[src/rtl/riscv_pkg.sv]
package riscv_pkg;

  // ****************************************
  // RV64 widths.
  // ****************************************
  localparam int XLEN    = 64;
  localparam int ILEN    = 32;
  localparam int RADDR_W = 5;

  // ****************************************
  // Opcodes and function codes.
  // ****************************************
  localparam logic [6:0] OPC_OP     = 7'b0110011;
  localparam logic [6:0] OPC_OP_IMM = 7'b0010011;
  localparam logic [6:0] OPC_LUI    = 7'b0110111;
  localparam logic [6:0] OPC_LOAD   = 7'b0000011;
  localparam logic [6:0] OPC_STORE  = 7'b0100011;

  localparam logic [2:0] F3_ADD    = 3'b000; // Also SUB and ADDI.
  localparam logic [2:0] F3_SLT    = 3'b010;
  localparam logic [2:0] F3_DOUBLE = 3'b011; // LD and SD.
  localparam logic [2:0] F3_XOR    = 3'b100;
  localparam logic [2:0] F3_OR     = 3'b110;
  localparam logic [2:0] F3_AND    = 3'b111;

  localparam logic [6:0] F7_BASE = 7'b0000000;
  localparam logic [6:0] F7_SUB  = 7'b0100000;

  // ALU operations, chosen in decode and carried out in execute.
  localparam logic [2:0] ALU_ADD   = 3'd0;
  localparam logic [2:0] ALU_SUB   = 3'd1;
  localparam logic [2:0] ALU_AND   = 3'd2;
  localparam logic [2:0] ALU_OR    = 3'd3;
  localparam logic [2:0] ALU_XOR   = 3'd4;
  localparam logic [2:0] ALU_SLT   = 3'd5;
  localparam logic [2:0] ALU_PASSB = 3'd6;

  // One instruction word, seen through the R, I or S layout.
  typedef union packed {
    struct packed {
      logic [6:0]         funct7;
      logic [RADDR_W-1:0] rs2;
      logic [RADDR_W-1:0] rs1;
      logic [2:0]         funct3;
      logic [RADDR_W-1:0] rd;
      logic [6:0]         opcode;
    } r;
    struct packed {
      logic [11:0]        imm12;
      logic [RADDR_W-1:0] rs1;
      logic [2:0]         funct3;
      logic [RADDR_W-1:0] rd;
      logic [6:0]         opcode;
    } i;
    struct packed {
      logic [6:0]         imm_hi;
      logic [RADDR_W-1:0] rs2;
      logic [RADDR_W-1:0] rs1;
      logic [2:0]         funct3;
      logic [4:0]         imm_lo;
      logic [6:0]         opcode;
    } s;
  } riscv_inst_u;

endpackage
[src/rtl/riscv_result.sv]
`timescale 1ns/1ps

module riscv_result
  import riscv_pkg::*;
#(
  parameter int DMEM_WORDS = 32
) (
  input  logic               i_riscv_clk,
  input  logic               i_riscv_rst,
  input  logic               i_stall,
  input  logic               i_exe_valid,
  input  logic [XLEN-1:0]    i_exe_pc,
  input  logic [ILEN-1:0]    i_exe_inst,
  input  logic [RADDR_W-1:0] i_exe_rd,
  input  logic [XLEN-1:0]    i_exe_result,
  input  logic [XLEN-1:0]    i_exe_store_data,
  input  logic               i_exe_we,
  input  logic               i_exe_load,
  input  logic               i_exe_store,
  output logic               o_wb_we,
  output logic [RADDR_W-1:0] o_wb_rd,
  output logic [XLEN-1:0]    o_wb_data,
  output logic               o_retire,
  output logic [XLEN-1:0]    o_ret_pc,
  output logic [ILEN-1:0]    o_ret_inst,
  output logic [RADDR_W-1:0] o_ret_rd,
  output logic [XLEN-1:0]    o_ret_memaddr,
  output logic [XLEN-1:0]    o_ret_store,
  output logic [XLEN-1:0]    o_ret_rddata
);

  localparam int IDX_W = (DMEM_WORDS > 1) ? $clog2(DMEM_WORDS) : 1;

  logic [XLEN-1:0]  dmem [DMEM_WORDS];
  logic [IDX_W-1:0] idx;
  logic             mem_wr;
  logic [XLEN-1:0]  rd_value;

  // Doubleword index; upper address bits wrap around the memory.
  assign idx    = i_exe_result[3 +: IDX_W];
  assign mem_wr = i_exe_valid && i_exe_store && !i_stall;

  // ****************************************
  // Data memory.
  // ****************************************
  always_ff @(posedge i_riscv_clk or posedge i_riscv_rst)
  begin
    if (i_riscv_rst)
    begin
      for (int k = 0; k < DMEM_WORDS; k++)
        dmem[k] <= '0;
    end
    else if (mem_wr)
      dmem[idx] <= i_exe_store_data;
  end

  assign rd_value = i_exe_load ? dmem[idx] : i_exe_result; // Loads read in this cycle.

  // ****************************************
  // Write-back and retire.
  // ****************************************
  assign o_wb_we   = i_exe_valid && i_exe_we && !i_stall;
  assign o_wb_rd   = i_exe_rd;
  assign o_wb_data = rd_value;

  assign o_retire      = i_exe_valid;
  assign o_ret_pc      = i_exe_pc;
  assign o_ret_inst    = i_exe_inst;
  assign o_ret_rd      = i_exe_we ? i_exe_rd : '0;
  assign o_ret_rddata  = i_exe_we ? rd_value : '0;
  assign o_ret_memaddr = (i_exe_load || i_exe_store) ? i_exe_result : '0;
  assign o_ret_store   = i_exe_store ? i_exe_store_data : '0;

  // Only doubleword accesses exist, so every address must be 8-byte aligned.
  a_aligned: assert property (@(posedge i_riscv_clk) disable iff (i_riscv_rst)
    i_exe_valid && (i_exe_load || i_exe_store) |-> i_exe_result[2:0] == 3'b000);

endmodule

[config.mk]
export PLATFORM = sky130hd
export DESIGN_NAME = riscv_result
export DESIGN_NICKNAME = d
export VERILOG_FILES = /design/src/rtl/riscv_pkg.sv /design/src/rtl/riscv_result.sv
export SDC_FILE = /design/constraint.sdc
export NUM_CORES = 2
export LEC_CHECK = 0
export ABC_AREA = 1
export BUFFER_PORTS_ARGS = -buffer_cell sky130_fd_sc_hd__buf_4
export CORE_ASPECT_RATIO = 1.25
export CORE_MARGIN = 4
export CORE_UTILIZATION = 38
export CTS_BUF_LIST = sky130_fd_sc_hd__clkbuf_8
export DETAILED_ROUTE_END_ITERATION = 16
export GPL_TIMING_DRIVEN = 0
export PLACE_DENSITY = 0.67
export SYNTH_ARGS = -nofsm -noshare
export SYNTH_HDL_FRONTEND = slang
export SYNTH_SLANG_ARGS = --single-unit
[constraint.sdc]
create_clock -name i_riscv_clk -period 64.1 [get_ports i_riscv_clk]
set_input_delay 6.41 -clock i_riscv_clk [delete_from_list [all_inputs] [get_ports i_riscv_clk]]
set_output_delay 6.41 -clock i_riscv_clk [all_outputs]
set_load 0.1 [all_outputs]
==> impl_metrics.yaml <==
power_and_ir_drop:
  p_per_area_nw_per_um2: 27.6
  power_leakage_nw: 56.6
  power.internal_mw: 2.12
  total_power_mw: 3.07
  clockPowerShare: 0.377
  p_seq_frac: 0.473
  pwr-share-comb: 0.150
  switchingPower_uw: 951
  p_sw_frac: 0.309
  ir_worst_vdd_v: 0.0000179
drt:
  ant_nets: 0
  routed-wl-met3_um: 41900
  wirelength_um: 412000
  vias: 92700
  first_iter_violations: 10400
  vias_per_cell: 5.39
  dr_wl_met2_um: 181000
  routedWlPerCell_um: 23.9
  drc: 0
  drt_pre_antenna_iters: 7
  drt-met1-wl_um: 149000
  top_layer_used: "met5"
critical_path:
  r2r_setup_slack_ps: 63270
  path_class: "in2out"
  cp.arrival_ps: 10580
  crit_fanout: 10
  cp-end-kind: "primary output"
  required_ps: 57690
  critPathLaunchType: "input pin"
floorplanning:
  initial_utilization: 0.382
  die_area_um2: 258000
  io_pins: 600
  core_um2: 249000
  die_y_um: 567
  die_w_um: 456
  num_rows: 205
timing:
  final.min_clock_period_ps: 16990
  relSlewSlack: -0.0419
  hold_viol: 0
  fin_crit_sh: 0.265
  fin_setup_tns_ps: 0
  fin_skew_ps: 0
  tightest_slew_ps: 1560
  setup_viol: 0
  fmax_mhz: 58.9
  maxSlewViolCount: 22
  rsz0062_at_grt: "false"
status:
  violations: "max-capacitance violations, max-slew violations"
  status: "finished, violations left"
grt:
  grt_max_degree: 44
  grt_pass1_vias: 88100
  grt_pass1_wl_um: 592000
  grt_overflow: 0
  grt_use_total: 0.308
  antenna_found_initial: 26
layout:
  top_register: "dmem"
  area_growth_syn_to_layout_pct: 16.8
  fin_nets: 13900
  drive_above_1_share: 0.0960
  largest_reg_flops: 2048
  fin_util: 0.446
  reg_top3: "dmem: 2048 flops"
clocking:
  clkLatencyLatePin_ps: 970
  cts_tree: "yes"
  clk_pin_slew_ps: 60
  clock_path_buffers: 4
  ctsResizeCount: 0
  post_cts_buffers: 0
  cts_max_level: 5
  cts.sinks: 2048
  cts_made_buffers: 325
  cts_hold_buf: 0
  cts-root-buf: "clkbuf_8"
synth:
  yosysTopAreaCell: "dfrtp_1"
  ys_seq_area_frac: 0.539
  syn_inst: 12700
  yosys_warnings: 0
  synth_area_leaders: "dfrtp_1, nand2_1, o21ai_0"
  synth.distinct_cells: 17
  netlist_area_um2: 95100
  synth_seq_cells: 2048
  yosys.area.top_type_share: 0.539
  avgSynthCellArea_um2: 7.48
  synth_fp_nets: 13000
placed_design:
  dpl.hpwl_um: 303000
  routabilityCongestion: 0.971
  io_buffers: 501
min_path:
  hold_class: "reg2reg"
flow_run:
  max-cap-violations: 3
-- cell families after synthesis --
logic type | after synthesis | share of synthesized area
buffers and inverters | 1459 | 0.0637
AOI/OAI and AO/OA | 2169 | 0.114
DFF | 2048 | 0.539
and+or+nand+nor | 7048 | 0.283
-- cells in the mapped netlist --
cell type and count:
nor3_1 4, nor2_1 280, a21oi_1 64, inv_1 328, buf_1 33, nand2_1 6442, o21ai_0 2050, buf_4 108
clkbuf_1 847, clkinv_1 1, nand3_1 254, nor3_2 3, inv_2 2, nand4_1 65, buf_2 140, o21ai_1 55
dfrtp_1 2048
-- power groups by stage --
stage               combinational (mW)  clock [mW]  sequential (mW)
floorplan                        0.308           0             1.47
global placement                 0.439           0             1.49
detailed placement               0.456           0             1.47
CTS                              0.457        1.16             1.45
global route                     0.500        1.21             1.46
finish                           0.460        1.16             1.45
-- worst max-delay path, stage by stage --
cell and delay (ps):
clkbuf_1 910, clkinv_1 900, clkbuf_2 500, clkbuf_1 610, nand2_1 520, nand2_1 230, nor2_1 130, buf_4 310
-- metal layers --
metal	vias to the layer above	track usage
met5	-	0
met4	16	0.259
met3	1378	0.0813
met2	5310	0.470
met1	44400	0.364
li1	41600	-
-- final cells by class --
| class | count | area (um^2) |
|---|---|---|
| fillers | 25500 | 138000 |
| flip-flops and latches | 2048 | 51200 |
| multi-input cells | 9217 | 37800 |
| clock buffers | 405 | 5570 |
| repair buffers | 570 | 5190 |
| plain buffers | 1128 | 4880 |
| well taps | 3312 | 4140 |
| inverters | 331 | 1250 |
| clock inverters | 148 | 898 |
| diodes | 39 | 97.6 |
-- final timing paths --
check	start	to	cells past startpoint
worst max register to register	dmem[2047]	dmem[2047]	2
min in group asynchronous	i_riscv_rst	dmem[125]	2
worst min register to register	dmem[1203]	dmem[1203]	2
worst max-delay path	i_exe_load	o_ret_rddata[9]	8
max in group asynchronous	i_riscv_rst	dmem[921]	13
worst min-delay path	dmem[1203]	dmem[1203]	2
-- cell usage in the layout (no fill, tap or decap), types with 7 or more instances in the layout --
| cell | Yosys | layout |
|---|---|---|
| nand3_1 | 254 | 254 |
| inv_1 | 328 | 426 |
| buf_1 | 33 | 32 |
| nand4_1 | 65 | 65 |
| clkbuf_1 | 847 | 799 |
| dfrtp_1 | 2048 | 2048 |
| o21ai_0 | 2050 | 2050 |
| buf_16 | 0 | 8 |
| buf_12 | 0 | 59 |
| clkinvlp_4 | 0 | 7 |
| clkbuf_8 | 0 | 405 |
| diode_2 | 0 | 39 |
| buf_2 | 140 | 140 |
| a21oi_1 | 64 | 64 |
| bufinv_16 | 0 | 9 |
| buf_4 | 108 | 609 |
| clkinv_2 | 0 | 27 |
| o21ai_1 | 55 | 55 |
| nand2_1 | 6442 | 6442 |
| nor2_1 | 280 | 277 |
| clkbuf_2 | 0 | 48 |
-- through the flow --
step / instance area [um^2] / std cells / setup slack [ps] / hold slack, ps
global route: 111000 / 17200 / 47100 / 497
detailed placement: 105000 / 16600 / 47110 / 472
floorplan: 95100 / 12700 / 29250 / 453
global placement: 103000 / 16500 / 16720 / 465
finish: 111000 / 17200 / 47110 / 480
CTS: 111000 / 17200 / 47100 / 487
(Power assumes the default switching activity.)
