`config.mk`:
```
export PLATFORM = sky130hd
export DESIGN_NAME = riscv_tracer
export DESIGN_NICKNAME = d
export VERILOG_FILES = /design/src/rtl/riscv_pkg.sv /design/src/rtl/riscv_tracer.sv
export SDC_FILE = /design/constraint.sdc
export NUM_CORES = 1
export LEC_CHECK = 0
export BUFFER_PORTS_ARGS = -buffer_cell sky130_fd_sc_hd__buf_2
export CORE_AREA = 3 3 232 234
export CTS_BUF_LIST = sky130_fd_sc_hd__clkbuf_4 sky130_fd_sc_hd__clkbuf_8
export DETAILED_ROUTE_END_ITERATION = 7
export DIE_AREA = 0 0 235 237
export PLACE_DENSITY = 0.43
export SLEW_MARGIN = 5
export SYNTH_ARGS = -nofsm -noshare
export SYNTH_HDL_FRONTEND = slang
export SYNTH_SLANG_ARGS = --single-unit
```
`constraint.sdc`:
```
create_clock -name i_riscv_clk -period 10.2 [get_ports i_riscv_clk]
set_input_delay 0.51 -clock i_riscv_clk [delete_from_list [all_inputs] [get_ports i_riscv_clk]]
set_output_delay 0.51 -clock i_riscv_clk [all_outputs]
set_load 0.02 [all_outputs]
```
`src/rtl/riscv_pkg.sv`:
```
package riscv_pkg;

  // ****************************************
  // RV64 widths.
  // ****************************************
  localparam int XLEN    = 64;
  localparam int ILEN    = 32;
  localparam int RADDR_W = 5;

  // ****************************************
  // Opcodes and function codes.
  // ****************************************
  localparam logic [6:0] OPC_OP     = 7'b0110011;
  localparam logic [6:0] OPC_OP_IMM = 7'b0010011;
  localparam logic [6:0] OPC_LUI    = 7'b0110111;
  localparam logic [6:0] OPC_LOAD   = 7'b0000011;
  localparam logic [6:0] OPC_STORE  = 7'b0100011;

  localparam logic [2:0] F3_ADD    = 3'b000; // Also SUB and ADDI.
  localparam logic [2:0] F3_SLT    = 3'b010;
  localparam logic [2:0] F3_DOUBLE = 3'b011; // LD and SD.
  localparam logic [2:0] F3_XOR    = 3'b100;
  localparam logic [2:0] F3_OR     = 3'b110;
  localparam logic [2:0] F3_AND    = 3'b111;

  localparam logic [6:0] F7_BASE = 7'b0000000;
  localparam logic [6:0] F7_SUB  = 7'b0100000;

  // ALU operations, chosen in decode and carried out in execute.
  localparam logic [2:0] ALU_ADD   = 3'd0;
  localparam logic [2:0] ALU_SUB   = 3'd1;
  localparam logic [2:0] ALU_AND   = 3'd2;
  localparam logic [2:0] ALU_OR    = 3'd3;
  localparam logic [2:0] ALU_XOR   = 3'd4;
  localparam logic [2:0] ALU_SLT   = 3'd5;
  localparam logic [2:0] ALU_PASSB = 3'd6;

  // One instruction word, seen through the R, I or S layout.
  typedef union packed {
    struct packed {
      logic [6:0]         funct7;
      logic [RADDR_W-1:0] rs2;
      logic [RADDR_W-1:0] rs1;
      logic [2:0]         funct3;
      logic [RADDR_W-1:0] rd;
      logic [6:0]         opcode;
    } r;
    struct packed {
      logic [11:0]        imm12;
      logic [RADDR_W-1:0] rs1;
      logic [2:0]         funct3;
      logic [RADDR_W-1:0] rd;
      logic [6:0]         opcode;
    } i;
    struct packed {
      logic [6:0]         imm_hi;
      logic [RADDR_W-1:0] rs2;
      logic [RADDR_W-1:0] rs1;
      logic [2:0]         funct3;
      logic [4:0]         imm_lo;
      logic [6:0]         opcode;
    } s;
  } riscv_inst_u;

endpackage
```
`src/rtl/riscv_tracer.sv`:
```
`timescale 1ns/1ps

module riscv_tracer
  import riscv_pkg::*;
#(
  parameter int TRC_CREDITS = 4
) (
  input  logic               i_riscv_clk,
  input  logic               i_riscv_rst,
  input  logic               i_retire,
  input  logic [XLEN-1:0]    i_trc_pc,
  input  logic [ILEN-1:0]    i_trc_inst,
  input  logic [RADDR_W-1:0] i_trc_rdaddr,
  input  logic [XLEN-1:0]    i_trc_memaddr,
  input  logic [XLEN-1:0]    i_trc_store,
  input  logic [XLEN-1:0]    i_trc_rddata,
  input  logic               i_trc_credit,
  output logic               o_stall,
  output logic               o_trc_valid,
  output logic [XLEN-1:0]    o_trc_pc,
  output logic [ILEN-1:0]    o_trc_inst,
  output logic [RADDR_W-1:0] o_trc_rdaddr,
  output logic [XLEN-1:0]    o_trc_memaddr,
  output logic [XLEN-1:0]    o_trc_store,
  output logic [XLEN-1:0]    o_trc_rddata
);

  localparam int CW = $clog2(TRC_CREDITS + 1);

  logic [CW-1:0] credits;
  logic          accept;

  assign accept  = i_retire && (credits != '0);
  assign o_stall = i_retire && (credits == '0); // Holds every stage until a credit returns.

  always_ff @(posedge i_riscv_clk or posedge i_riscv_rst)
  begin
    if (i_riscv_rst)
    begin
      credits       <= CW'(TRC_CREDITS);
      o_trc_valid   <= 1'b0;
      o_trc_pc      <= '0;
      o_trc_inst    <= '0;
      o_trc_rdaddr  <= '0;
      o_trc_memaddr <= '0;
      o_trc_store   <= '0;
      o_trc_rddata  <= '0;
    end
    else
    begin
      credits     <= credits + CW'(i_trc_credit) - CW'(accept);
      o_trc_valid <= accept;
      if (accept)
      begin
        o_trc_pc      <= i_trc_pc;
        o_trc_inst    <= i_trc_inst;
        o_trc_rdaddr  <= i_trc_rdaddr;
        o_trc_memaddr <= i_trc_memaddr;
        o_trc_store   <= i_trc_store;
        o_trc_rddata  <= i_trc_rddata;
      end
    end
  end

  // The consumer can only return credits for records it has been sent.
  a_credit_max: assert property (@(posedge i_riscv_clk) disable iff (i_riscv_rst)
    credits <= CW'(TRC_CREDITS));

endmodule

```
==> flow_metrics.env, run 1 <==
export IMPL_layout_drive_gt1_share=0.762
export IMPL_cts_setup_buffers=0
export IMPL_vias=7721
export IMPL_clk_latency_ns=0.59
export IMPL_synth_area_leaders="dfrtp_1 (67%), mux2_2 (30%), buf_4 (1.8%), buf_2 (0.27%), dfstp_2 (0.24%)"
export IMPL_grt_max_degree=152
export IMPL_synth_area_mm2=0.0111
export IMPL_postRouteAntennaNets=0
export IMPL_postPlaceCellArea_mm2=0.0147
export IMPL_cp_required_ns=10.66
export IMPL_synth_seq_cells=297
export IMPL_fin_util=0.304
export IMPL_place_gp_congestion=0.763
export IMPL_worst_ep_arrival_time_ns=3.44
export IMPL_fill_cells=5405
export IMPL_clk_pin_slew_ns=0.06
export IMPL_p_leak_nw=7.68
export IMPL_reg2reg_to="o_trc_memaddr[27]"
export IMPL_slew_headroom=0.339
export IMPL_die_width_um=235
export IMPL_holdWs_ns=0.131
export IMPL_final_setup_viol_count=0
export IMPL_final_nets=1556
export IMPL_core_area_mm2=0.0522
export IMPL_hold_viol=0
export IMPL_yosys_area_top_type_share=0.669
export IMPL_crit_type="register to register"
export IMPL_synth_most_common_cell="dfrtp_1"
export IMPL_worst_pin_slew_ns=0.992
export IMPL_viasPerCell=3.89
export IMPL_instances_no_fill=1984
export IMPL_area_growth_pct=43.6
export IMPL_antenna_found_initial=4
export IMPL_postSynthCellCount=636
export IMPL_cts_root_buf="clkbuf_8"
export IMPL_drv_slew=0
export IMPL_min_path_type="input pin to asynchronous set/reset pin"
export IMPL_htreeDepth=2
export IMPL_async_flop_share=1.00
export IMPL_pin_count=592
export IMPL_wl_per_cell_um=17.0
export IMPL_clock_skew_ns=0.0106
export IMPL_syn_avg_cell_area_um2=17.4
export IMPL_die_height_um=237
export IMPL_maxCapViolations=0
export IMPL_multi_input_area_mm2=0.00339
export IMPL_synth_commonest_cells="dfrtp_1 (296), mux2_2 (293), buf_4 (26)"
export IMPL_synth_cell_types=12
export IMPL_end_kind="register"
export IMPL_yosys_warnings=0
export IMPL_p_per_area_mw_per_mm2=284
export IMPL_io_buffer_count=591
export IMPL_yosysTopAreaCell="dfrtp_1"
export IMPL_path_max_fanout=151
export IMPL_clockBufferDepth=3
export IMPL_holdBufCountCts=0
export IMPL_grt_setup_unrepaired="false"
export IMPL_final_period_utilization=0.292
export IMPL_cts_resized=0
export IMPL_cts_tree="done"
export IMPL_grt_pass1_wl_um=50700
export IMPL_hpwl_um=25000
export IMPL_dp_cells=1889
export IMPL_drc=0
export IMPL_reg2reg_from="credits[1]"
export IMPL_die_area_mm2=0.0557
export IMPL_synth_nets=936
export IMPL_setup_tns_ns=0
export IMPL_peakVddDrop_mv=0.118
export IMPL_grt_pass1_vias=8366
export IMPL_fin_crit_ns=2.98
export IMPL_max_clock_freq_mhz=336
export IMPL_seq_area_frac_synth=0.671
export IMPL_status="completed"
export IMPL_cp_start_kind="register"
export IMPL_start_util=0.212
export IMPL_track_usage=0.117
export IMPL_cts_made_buffers=53
export IMPL_ff_latch_area_mm2=0.00743
export IMPL_synth_ff_type="dfrtp_1"
export IMPL_r2r_cells=4
export IMPL_rows=84
export IMPL_postRouteWirelength_um=33700
export IMPL_drtPass1Iterations=4
export IMPL_fin_area_mm2=0.0159
export IMPL_r2r_slack_ns=7.22
export IMPL_grt_overflow=0
export IMPL_clkSinkCount=297
export IMPL_drt_iter0_drc=202
export IMPL_synth_edf_count=0
routing by layer:
layer | track usage | vias to the layer above | wire length (um)
li1 | - | 3482 | -
met1 | 0.129 | 3774 | 12700
met2 | 0.200 | 401 | 16700
met3 | 0.0528 | 60 | 3440
met4 | 0.0380 | 4 | 855
met5 | 0 | - | 24
power breakdown:
part	leakage (nW)	switching, mW	internal [mW]
Sequential	3.46	0.180	1.56
Clock	0.622	0.488	0.704
Combinational	3.59	0.926	0.658
Total	7.68	1.59	2.92
final cells by class:
type                    count  area share
clock buffers              86      0.0693
diodes                      2    0.000315
inverters                   6     0.00189
clock inverters             7     0.00378
multi-input cells         301       0.213
flip-flops and latches    297       0.467
repair buffers            597       0.190
well taps                 688      0.0541
flip-flops by register name, summed over array words and instances (netlist names):
name,flops
o_trc_memaddr,64
o_trc_pc,64
o_trc_rddata,64
o_trc_store,64
o_trc_inst,32
o_trc_rdaddr,5
credits,3
o_trc_valid,1
cell families after synthesis:
| group | share of synthesized area |
|---|---|
| muxes | 0.298 |
| adders and majority gates | 0.00407 |
| xor gates and xnor gates | 0.00158 |
| DFF | 0.671 |
| and+or+nand+nor | 0.00102 |
| buffers and inverters | 0.0224 |
| AOI/OAI and AO/OA | 0.00192 |
worst max-delay path, cell delays in order, from the launching register on:
cell and delay (ns):
dfrtp_1 0.45, o31ai_4 0.31, buf_12 0.67, buf_4 0.86, mux2_2 0.42
layout by cell type, fill, tap and decap left out, drive strengths merged, types with 2 or more instances in the layout:
| cell type | count |
|---|---|
| dfrtp | 296 |
| mux2 | 293 |
| diode | 2 |
| clkinv | 6 |
| inv | 6 |
| xnor2 | 2 |
| buf | 597 |
| ha | 2 |
| clkbuf | 86 |
how the worst max path moves through the flow:
stage	from	end	slack, ns	cells after the start
5_1_grt	credits[1]	o_trc_rddata[30]	7.03	4
6_report	credits[1]	o_trc_memaddr[27]	7.22	4
3_5_place_dp	i_riscv_rst	o_trc_memaddr[31]	7.09	4
2_1_floorplan	i_riscv_rst	credits[0]	1.49	1
4_1_cts	credits[1]	o_trc_pc[48]	7.18	4
3_3_place_gp	i_riscv_rst	o_trc_memaddr[19]	7.10	4
per-stage QoR:
stage / power (mW) / worst slack (ns)
final: 4.51 / 7.22
after global routing: 4.78 / 7.03
after CTS: 4.61 / 7.18
after detailed placement: 3.37 / 7.09
after global placement: 3.36 / 7.10
after floorplan: 2.77 / 1.49
(Power assumes the default switching activity.)
==> inputs of run 2 (changes only) <==
Settings changed: ABC_AREA set to 1, CORE_AREA 3 3 232 234 to 3 3 226 228, DIE_AREA 0 0 235 237 to 0 0 229 231, PLACE_DENSITY 0.43 to 0.48.
Clock period 10.2 ns to 2.7 ns, I/O delays scaled along.
==> flow_metrics.env, run 2 <==
export IMPL_r2r_cells=10
export IMPL_final_setup_viol_count=0
export IMPL_fin_crit_ns=2.18
export IMPL_wl_per_cell_um=16.0
export IMPL_p_leak_nw=10.6
export IMPL_die_width_um=229
export IMPL_clkSinkCount=297
export IMPL_finalWorstSetupSlack_ns=0.518
export IMPL_final_common_cell="buf_2"
export IMPL_reg2reg_from="credits[1]"
export IMPL_cts_root_buf="clkbuf_8"
export IMPL_hold_viol=0
export IMPL_slew_headroom=0.385
export IMPL_yosys_warnings=0
export IMPL_critPathCapture="o_stall"
export IMPL_drt_iter0_drc=688
export IMPL_final_period_utilization=0.808
export IMPL_pre_cts_slack_ns=0.547
export IMPL_max_stage_delay_ns=0.55
export IMPL_holdBufCountCts=297
export IMPL_htreeDepth=2
export IMPL_cp_top_family="buffers and inverters"
export IMPL_cp_required_ns=2.57
export IMPL_io_buffer_count=591
export IMPL_crit_slowest_cell="dfstp_2"
export IMPL_crit_buf_inv=2
export IMPL_synth_ff_type="dfrtp_1"
export IMPL_path_max_fanout=159
export IMPL_layout_drive_gt1_share=0.322
export IMPL_cts_setup_buffers=0
export IMPL_seq_area_frac_synth=0.634
export IMPL_cts_resized=0
export IMPL_postSynthCellCount=1293
export IMPL_synth_most_common_cell="nand2_1"
export IMPL_synth_nets=1593
export IMPL_crit_type="register to output pin"
export IMPL_drtPass1Iterations=5
export IMPL_antenna_found_initial=2
export IMPL_track_usage=0.169
export IMPL_maxCapViolations=0
export IMPL_postPlaceCellArea_mm2=0.0153
export IMPL_clockBufferDepth=3
export IMPL_final_nets=2458
export IMPL_rows=81
export IMPL_synth_area_mm2=0.0117
export IMPL_start_util=0.239
export IMPL_die_area_mm2=0.0529
export IMPL_dp_cells=2470
export IMPL_cp_start_kind="register"
export IMPL_reg2reg_to="credits[1]"
export IMPL_grt_pass1_vias=12655
export IMPL_final_cell_mix="buf_2 (590), nand2_1 (589), dlygate4sd3_1 (297)"
export IMPL_synth_commonest_cells="nand2_1 (589), dfrtp_1 (296), nand3_1 (293)"
export IMPL_vias=12303
export IMPL_clock_skew_ns=0.0324
export IMPL_yosysTopAreaCell="dfrtp_1"
export IMPL_synth_cell_types=15
export IMPL_pin_count=592
export IMPL_fin_area_mm2=0.0194
export IMPL_critical_path_depth=5
export IMPL_holdWs_ns=0.144
export IMPL_r2r_slack_ns=0.54
export IMPL_area_growth_pct=65.7
export IMPL_end_kind="output pin"
export IMPL_crit_chain="nor2_1 > nand2_8 > buf_12 > nor2_1 > buf_2"
export IMPL_cts_made_buffers=53
export IMPL_drv_slew=0
export IMPL_synth_seq_cells=297
export IMPL_worst_pin_slew_ns=0.922
export IMPL_hpwl_um=30200
export IMPL_worst_ep_arrival_time_ns=2.05
export IMPL_instances_no_fill=2861
export IMPL_viasPerCell=4.30
export IMPL_peakVddDrop_mv=0.489
export IMPL_min_path_type="input pin to asynchronous set/reset pin"
export IMPL_die_height_um=231
export IMPL_crit_path_start="credits[2]"
export IMPL_yosys_area_top_type_share=0.632
export IMPL_clk_pin_slew_ns=0.06
export IMPL_path_common_cell="nor2_1"
export IMPL_grt_setup_unrepaired="false"
export IMPL_synth_area_leaders="dfrtp_1 (63%), nand2_1 (19%), nand3_1 (13%), buf_2 (2.3%), buf_4 (1.2%)"
export IMPL_async_flop_share=1.00
export IMPL_max_clock_freq_mhz=458
export IMPL_synth_edf_count=0
export IMPL_postRouteAntennaNets=0
export IMPL_setup_tns_ns=0
export IMPL_clk_latency_ns=0.62
export IMPL_place_gp_congestion=0.880
export IMPL_postRouteWirelength_um=45900
export IMPL_syn_avg_cell_area_um2=9.07
export IMPL_core_area_mm2=0.0491
export IMPL_grt_overflow=0
export IMPL_power_total_mw=18.6
export IMPL_status="completed"
export IMPL_grt_pass1_wl_um=72400
export IMPL_grt_max_degree=160
export IMPL_cts_tree="done"
export IMPL_fin_util=0.396
export IMPL_drc=0
export IMPL_p_per_area_mw_per_mm2=957
[run 2: cell count changes after synthesis, moves of 4 or more]
cell,delta
clkbuf_1,+21
nand3_1,+293
mux2_2,-293
nand2_1,+589
buf_4,-7
buf_2,+47
buf_1,+4
[run 2: area by class of cell]
| class | instances | area (um^2) |
|---|---|---|
| antenna | 2 | 5.00 |
| clock buffer | 84 | 1030 |
| clock inverter | 8 | 72.6 |
| fill | 4995 | 29600 |
| inverter | 8 | 33.8 |
| multi-input combinational | 891 | 3790 |
| sequential | 297 | 7430 |
| tap | 664 | 831 |
| timing repair buffer | 907 | 6230 |
[run 2: worst min-delay path, stage by stage]
cell and delay (ns):
dlygate4sd3_1 0.53, buf_2 0.13, clkinvlp_4 0.39
[run 2: worst min path at each step]
stage | cells after the start | slack, ns | start | end
final | 3 | 0.14 | i_riscv_rst | o_trc_store[37]
after global routing | 3 | 0.16 | i_riscv_rst | o_trc_store[37]
after CTS | 3 | 0.10 | i_riscv_rst | o_trc_store[37]
after detailed placement | 2 | 0.24 | i_riscv_rst | o_trc_store[37]
after global placement | 2 | 0.24 | i_riscv_rst | o_trc_store[37]
after floorplan | 1 | 0.27 | i_trc_credit | credits[0]
[run 2: power breakdown]
| part | switching (mW) | total, mW | internal, mW |
|---|---|---|---|
| registers | 0.822 | 6.82 | 5.99 |
| logic | 5.03 | 7.40 | 2.37 |
| clock network | 1.89 | 4.38 | 2.50 |
[run 2: cell families (layout without fill, tap and decap cells)]
kind of cell | count (synthesis) | after routing | share of synthesized area
AND/OR/NAND/NOR | 886 | 886 | 0.315
flip-flops | 297 | 297 | 0.634
buffers and inverters | 105 | 1007 | 0.0454
adder cells (fa/ha/maj) | 3 | 3 | 0.00384
XOR/XNOR | 2 | 2 | 0.00149
other | 0 | 2 | 0
[run 2: per-layer routing]
metal  GRT usage  up-vias  share of wire
met5           0        -              0
met3      0.0550       88          0.084
li1            -     5862              -
met4      0.0522        0          0.028
met1       0.205     5840           0.40
met2       0.285      513           0.49
==> inputs of run 3 (changes only) <==
Settings changed: ABC_AREA 1 to 0, CORE_AREA 3 3 226 228 to 3 3 229 231, DIE_AREA 0 0 229 231 to 0 0 232 234, PLACE_DENSITY 0.48 to 0.45.
Clock period 2.7 ns to 2 ns, I/O delays scaled along.
==> flow_metrics.env, run 3 (synthesis results as in run 1) <==
export IMPL_status="completed"
export IMPL_rows=82
export IMPL_drt_iter0_drc=168
export IMPL_layout_drive_gt1_share=0.629
export IMPL_worst_pin_slew_ns=0.639
export IMPL_internal_power_mw=15.3
export IMPL_die_area_mm2=0.0543
export IMPL_clk_latency_ns=0.58
export IMPL_path_max_fanout=2
export IMPL_r2r_slack_ns=0.08
export IMPL_end_kind="register"
export IMPL_start_util=0.220
export IMPL_pin_count=592
export IMPL_p_leak_nw=9.04
export IMPL_postPlaceCellArea_mm2=0.0149
export IMPL_final_common_cell="buf_2"
export IMPL_track_usage=0.130
export IMPL_cts_tree="done"
export IMPL_hold_viol=0
export IMPL_dp_cells=1892
export IMPL_fill_cells=4795
export IMPL_clk_pin_slew_ns=0.06
export IMPL_postRouteAntennaNets=0
export IMPL_vias=8932
export IMPL_cp_required_ns=2.51
export IMPL_max_clock_freq_mhz=520
export IMPL_peakVddDrop_mv=0.710
export IMPL_grt_overflow=0
export IMPL_final_period_utilization=0.961
export IMPL_combPwrFrac=0.379
export IMPL_postRouteWirelength_um=37100
export IMPL_fin_area_mm2=0.0191
export IMPL_p_per_area_mw_per_mm2=1240
export IMPL_power_total_mw=23.7
export IMPL_cp_start_kind="register"
export IMPL_core_area_mm2=0.0503
export IMPL_clkSinkCount=297
export IMPL_fin_crit_ns=1.92
export IMPL_io_buffer_count=591
export IMPL_grt_max_degree=103
export IMPL_clockBufferDepth=3
export IMPL_hpwl_um=26300
export IMPL_maxCapViolations=0
export IMPL_pwr_share_seq=0.374
export IMPL_die_width_um=232
export IMPL_instances_no_fill=2282
export IMPL_grt_pass1_wl_um=55800
export IMPL_final_nets=1874
export IMPL_wl_per_cell_um=16.2
export IMPL_clock_skew_ns=0.00601
export IMPL_worst_ep_arrival_time_ns=2.43
export IMPL_drc=0
export IMPL_place_gp_congestion=0.762
export IMPL_final_cell_mix="buf_2 (591), dlygate4sd3_1 (297), dfrtp_1 (296)"
export IMPL_antenna_found_initial=1
export IMPL_cts_made_buffers=53
export IMPL_drtPass1Iterations=4
export IMPL_viasPerCell=3.91
export IMPL_final_setup_viol_count=0
export IMPL_p_switching_mw=8.37
export IMPL_grt_setup_unrepaired="true"
export IMPL_switching_share=0.353
export IMPL_crit_type="register to register"
export IMPL_cts_root_buf="clkbuf_8"
export IMPL_htreeDepth=2
export IMPL_drv_slew=0
export IMPL_clkPwrFrac=0.247
export IMPL_grt_pass1_vias=10075
export IMPL_die_height_um=234
export IMPL_slew_headroom=0.574
export IMPL_area_growth_pct=72.7
export IMPL_antennaDiodeCount=0
export IMPL_min_path_type="input pin to register"
## run 3: changes by cell type in the layout (fill, tap and decap cells not counted), moves of 5 or more
cell | previous run | this run
mux2_2 | 0 | 293
clkbuf_8 | 64 | 71
buf_12 | 12 | 7
buf_4 | 7 | 14
nand2_1 | 589 | 0
clkbuf_4 | 20 | 14
inv_1 | 7 | 2
nand3_1 | 293 | 0
## run 3: worst paths after layout
kind,depth (start not counted),startpoint,endpoint
setup / recovery,9,credits[1],credits[2]
setup reg to reg,9,credits[1],credits[2]
max in group asynchronous,5,i_riscv_rst,o_trc_memaddr[24]
min in group asynchronous,4,i_riscv_rst,o_trc_inst[26]
hold / removal,3,i_trc_store[18],o_trc_store[18]
hold reg to reg,1,o_trc_store[4],o_trc_store[4]
## run 3: cell type report
class | count | area (um^2) | share of cell area
multi-input combinational | 301 | 3430 | 0.179
clock buffer | 85 | 1080 | 0.0566
tap | 672 | 841 | 0.0440
sequential | 297 | 7430 | 0.389
clock inverter | 6 | 35.0 | 0.00183
timing repair buffer | 915 | 6280 | 0.328
inverter | 6 | 26.3 | 0.00137
## run 3: critical path, stage by stage (launching register included)
cell and delay, ns:
dfrtp_1 0.41, o31ai_4 0.25, inv_2 0.08, ha_4 0.21
inv_2 0.06, ha_4 0.12, inv_2 0.04, fa_2 0.39
xnor2_2 0.15, xnor2_1 0.16
## run 3: through the flow
stage	TNS, ns	utilization	setup WS [ns]	hold slack (ns)
6_report	0	0.380	0.0776	0.277
5_1_grt	-0.0395	0.380	-0.0329	0.211
4_1_cts	0	0.379	0.000698	0.178
3_5_place_dp	0	0.297	0.0106	0.0426
3_3_place_gp	0	0.297	0.0296	0.0505
2_1_floorplan	-606.52	-	-2.04	0.237
## run 3: what timing repair did
item,in CTS,in global routing
pin swaps,0,4
hold endpoints to repair,592,0
hold buffers,297,0
setup endpoints to repair,1,32
resized for setup,1,14
gates cloned,0,1
setup buffers,0,1
## run 3: metal layers
metal  up-vias  GRT usage  part of all wire
li1       4116          -                 -
met1      4350      0.137              0.36
met2       401      0.242              0.53
met3        63     0.0460             0.093
met4         2     0.0434             0.023
met5         -          0           0.00022
## run 3: power by group through the flow
stage	registers [mW]	logic, mW	clock network, mW
final	8.86	8.97	5.86
after global routing	9.11	9.56	6.40
after CTS	8.86	8.93	6.14
after detailed placement	8.92	8.46	0
after global placement	8.90	8.44	0
after floorplan	11.3	2.83	0
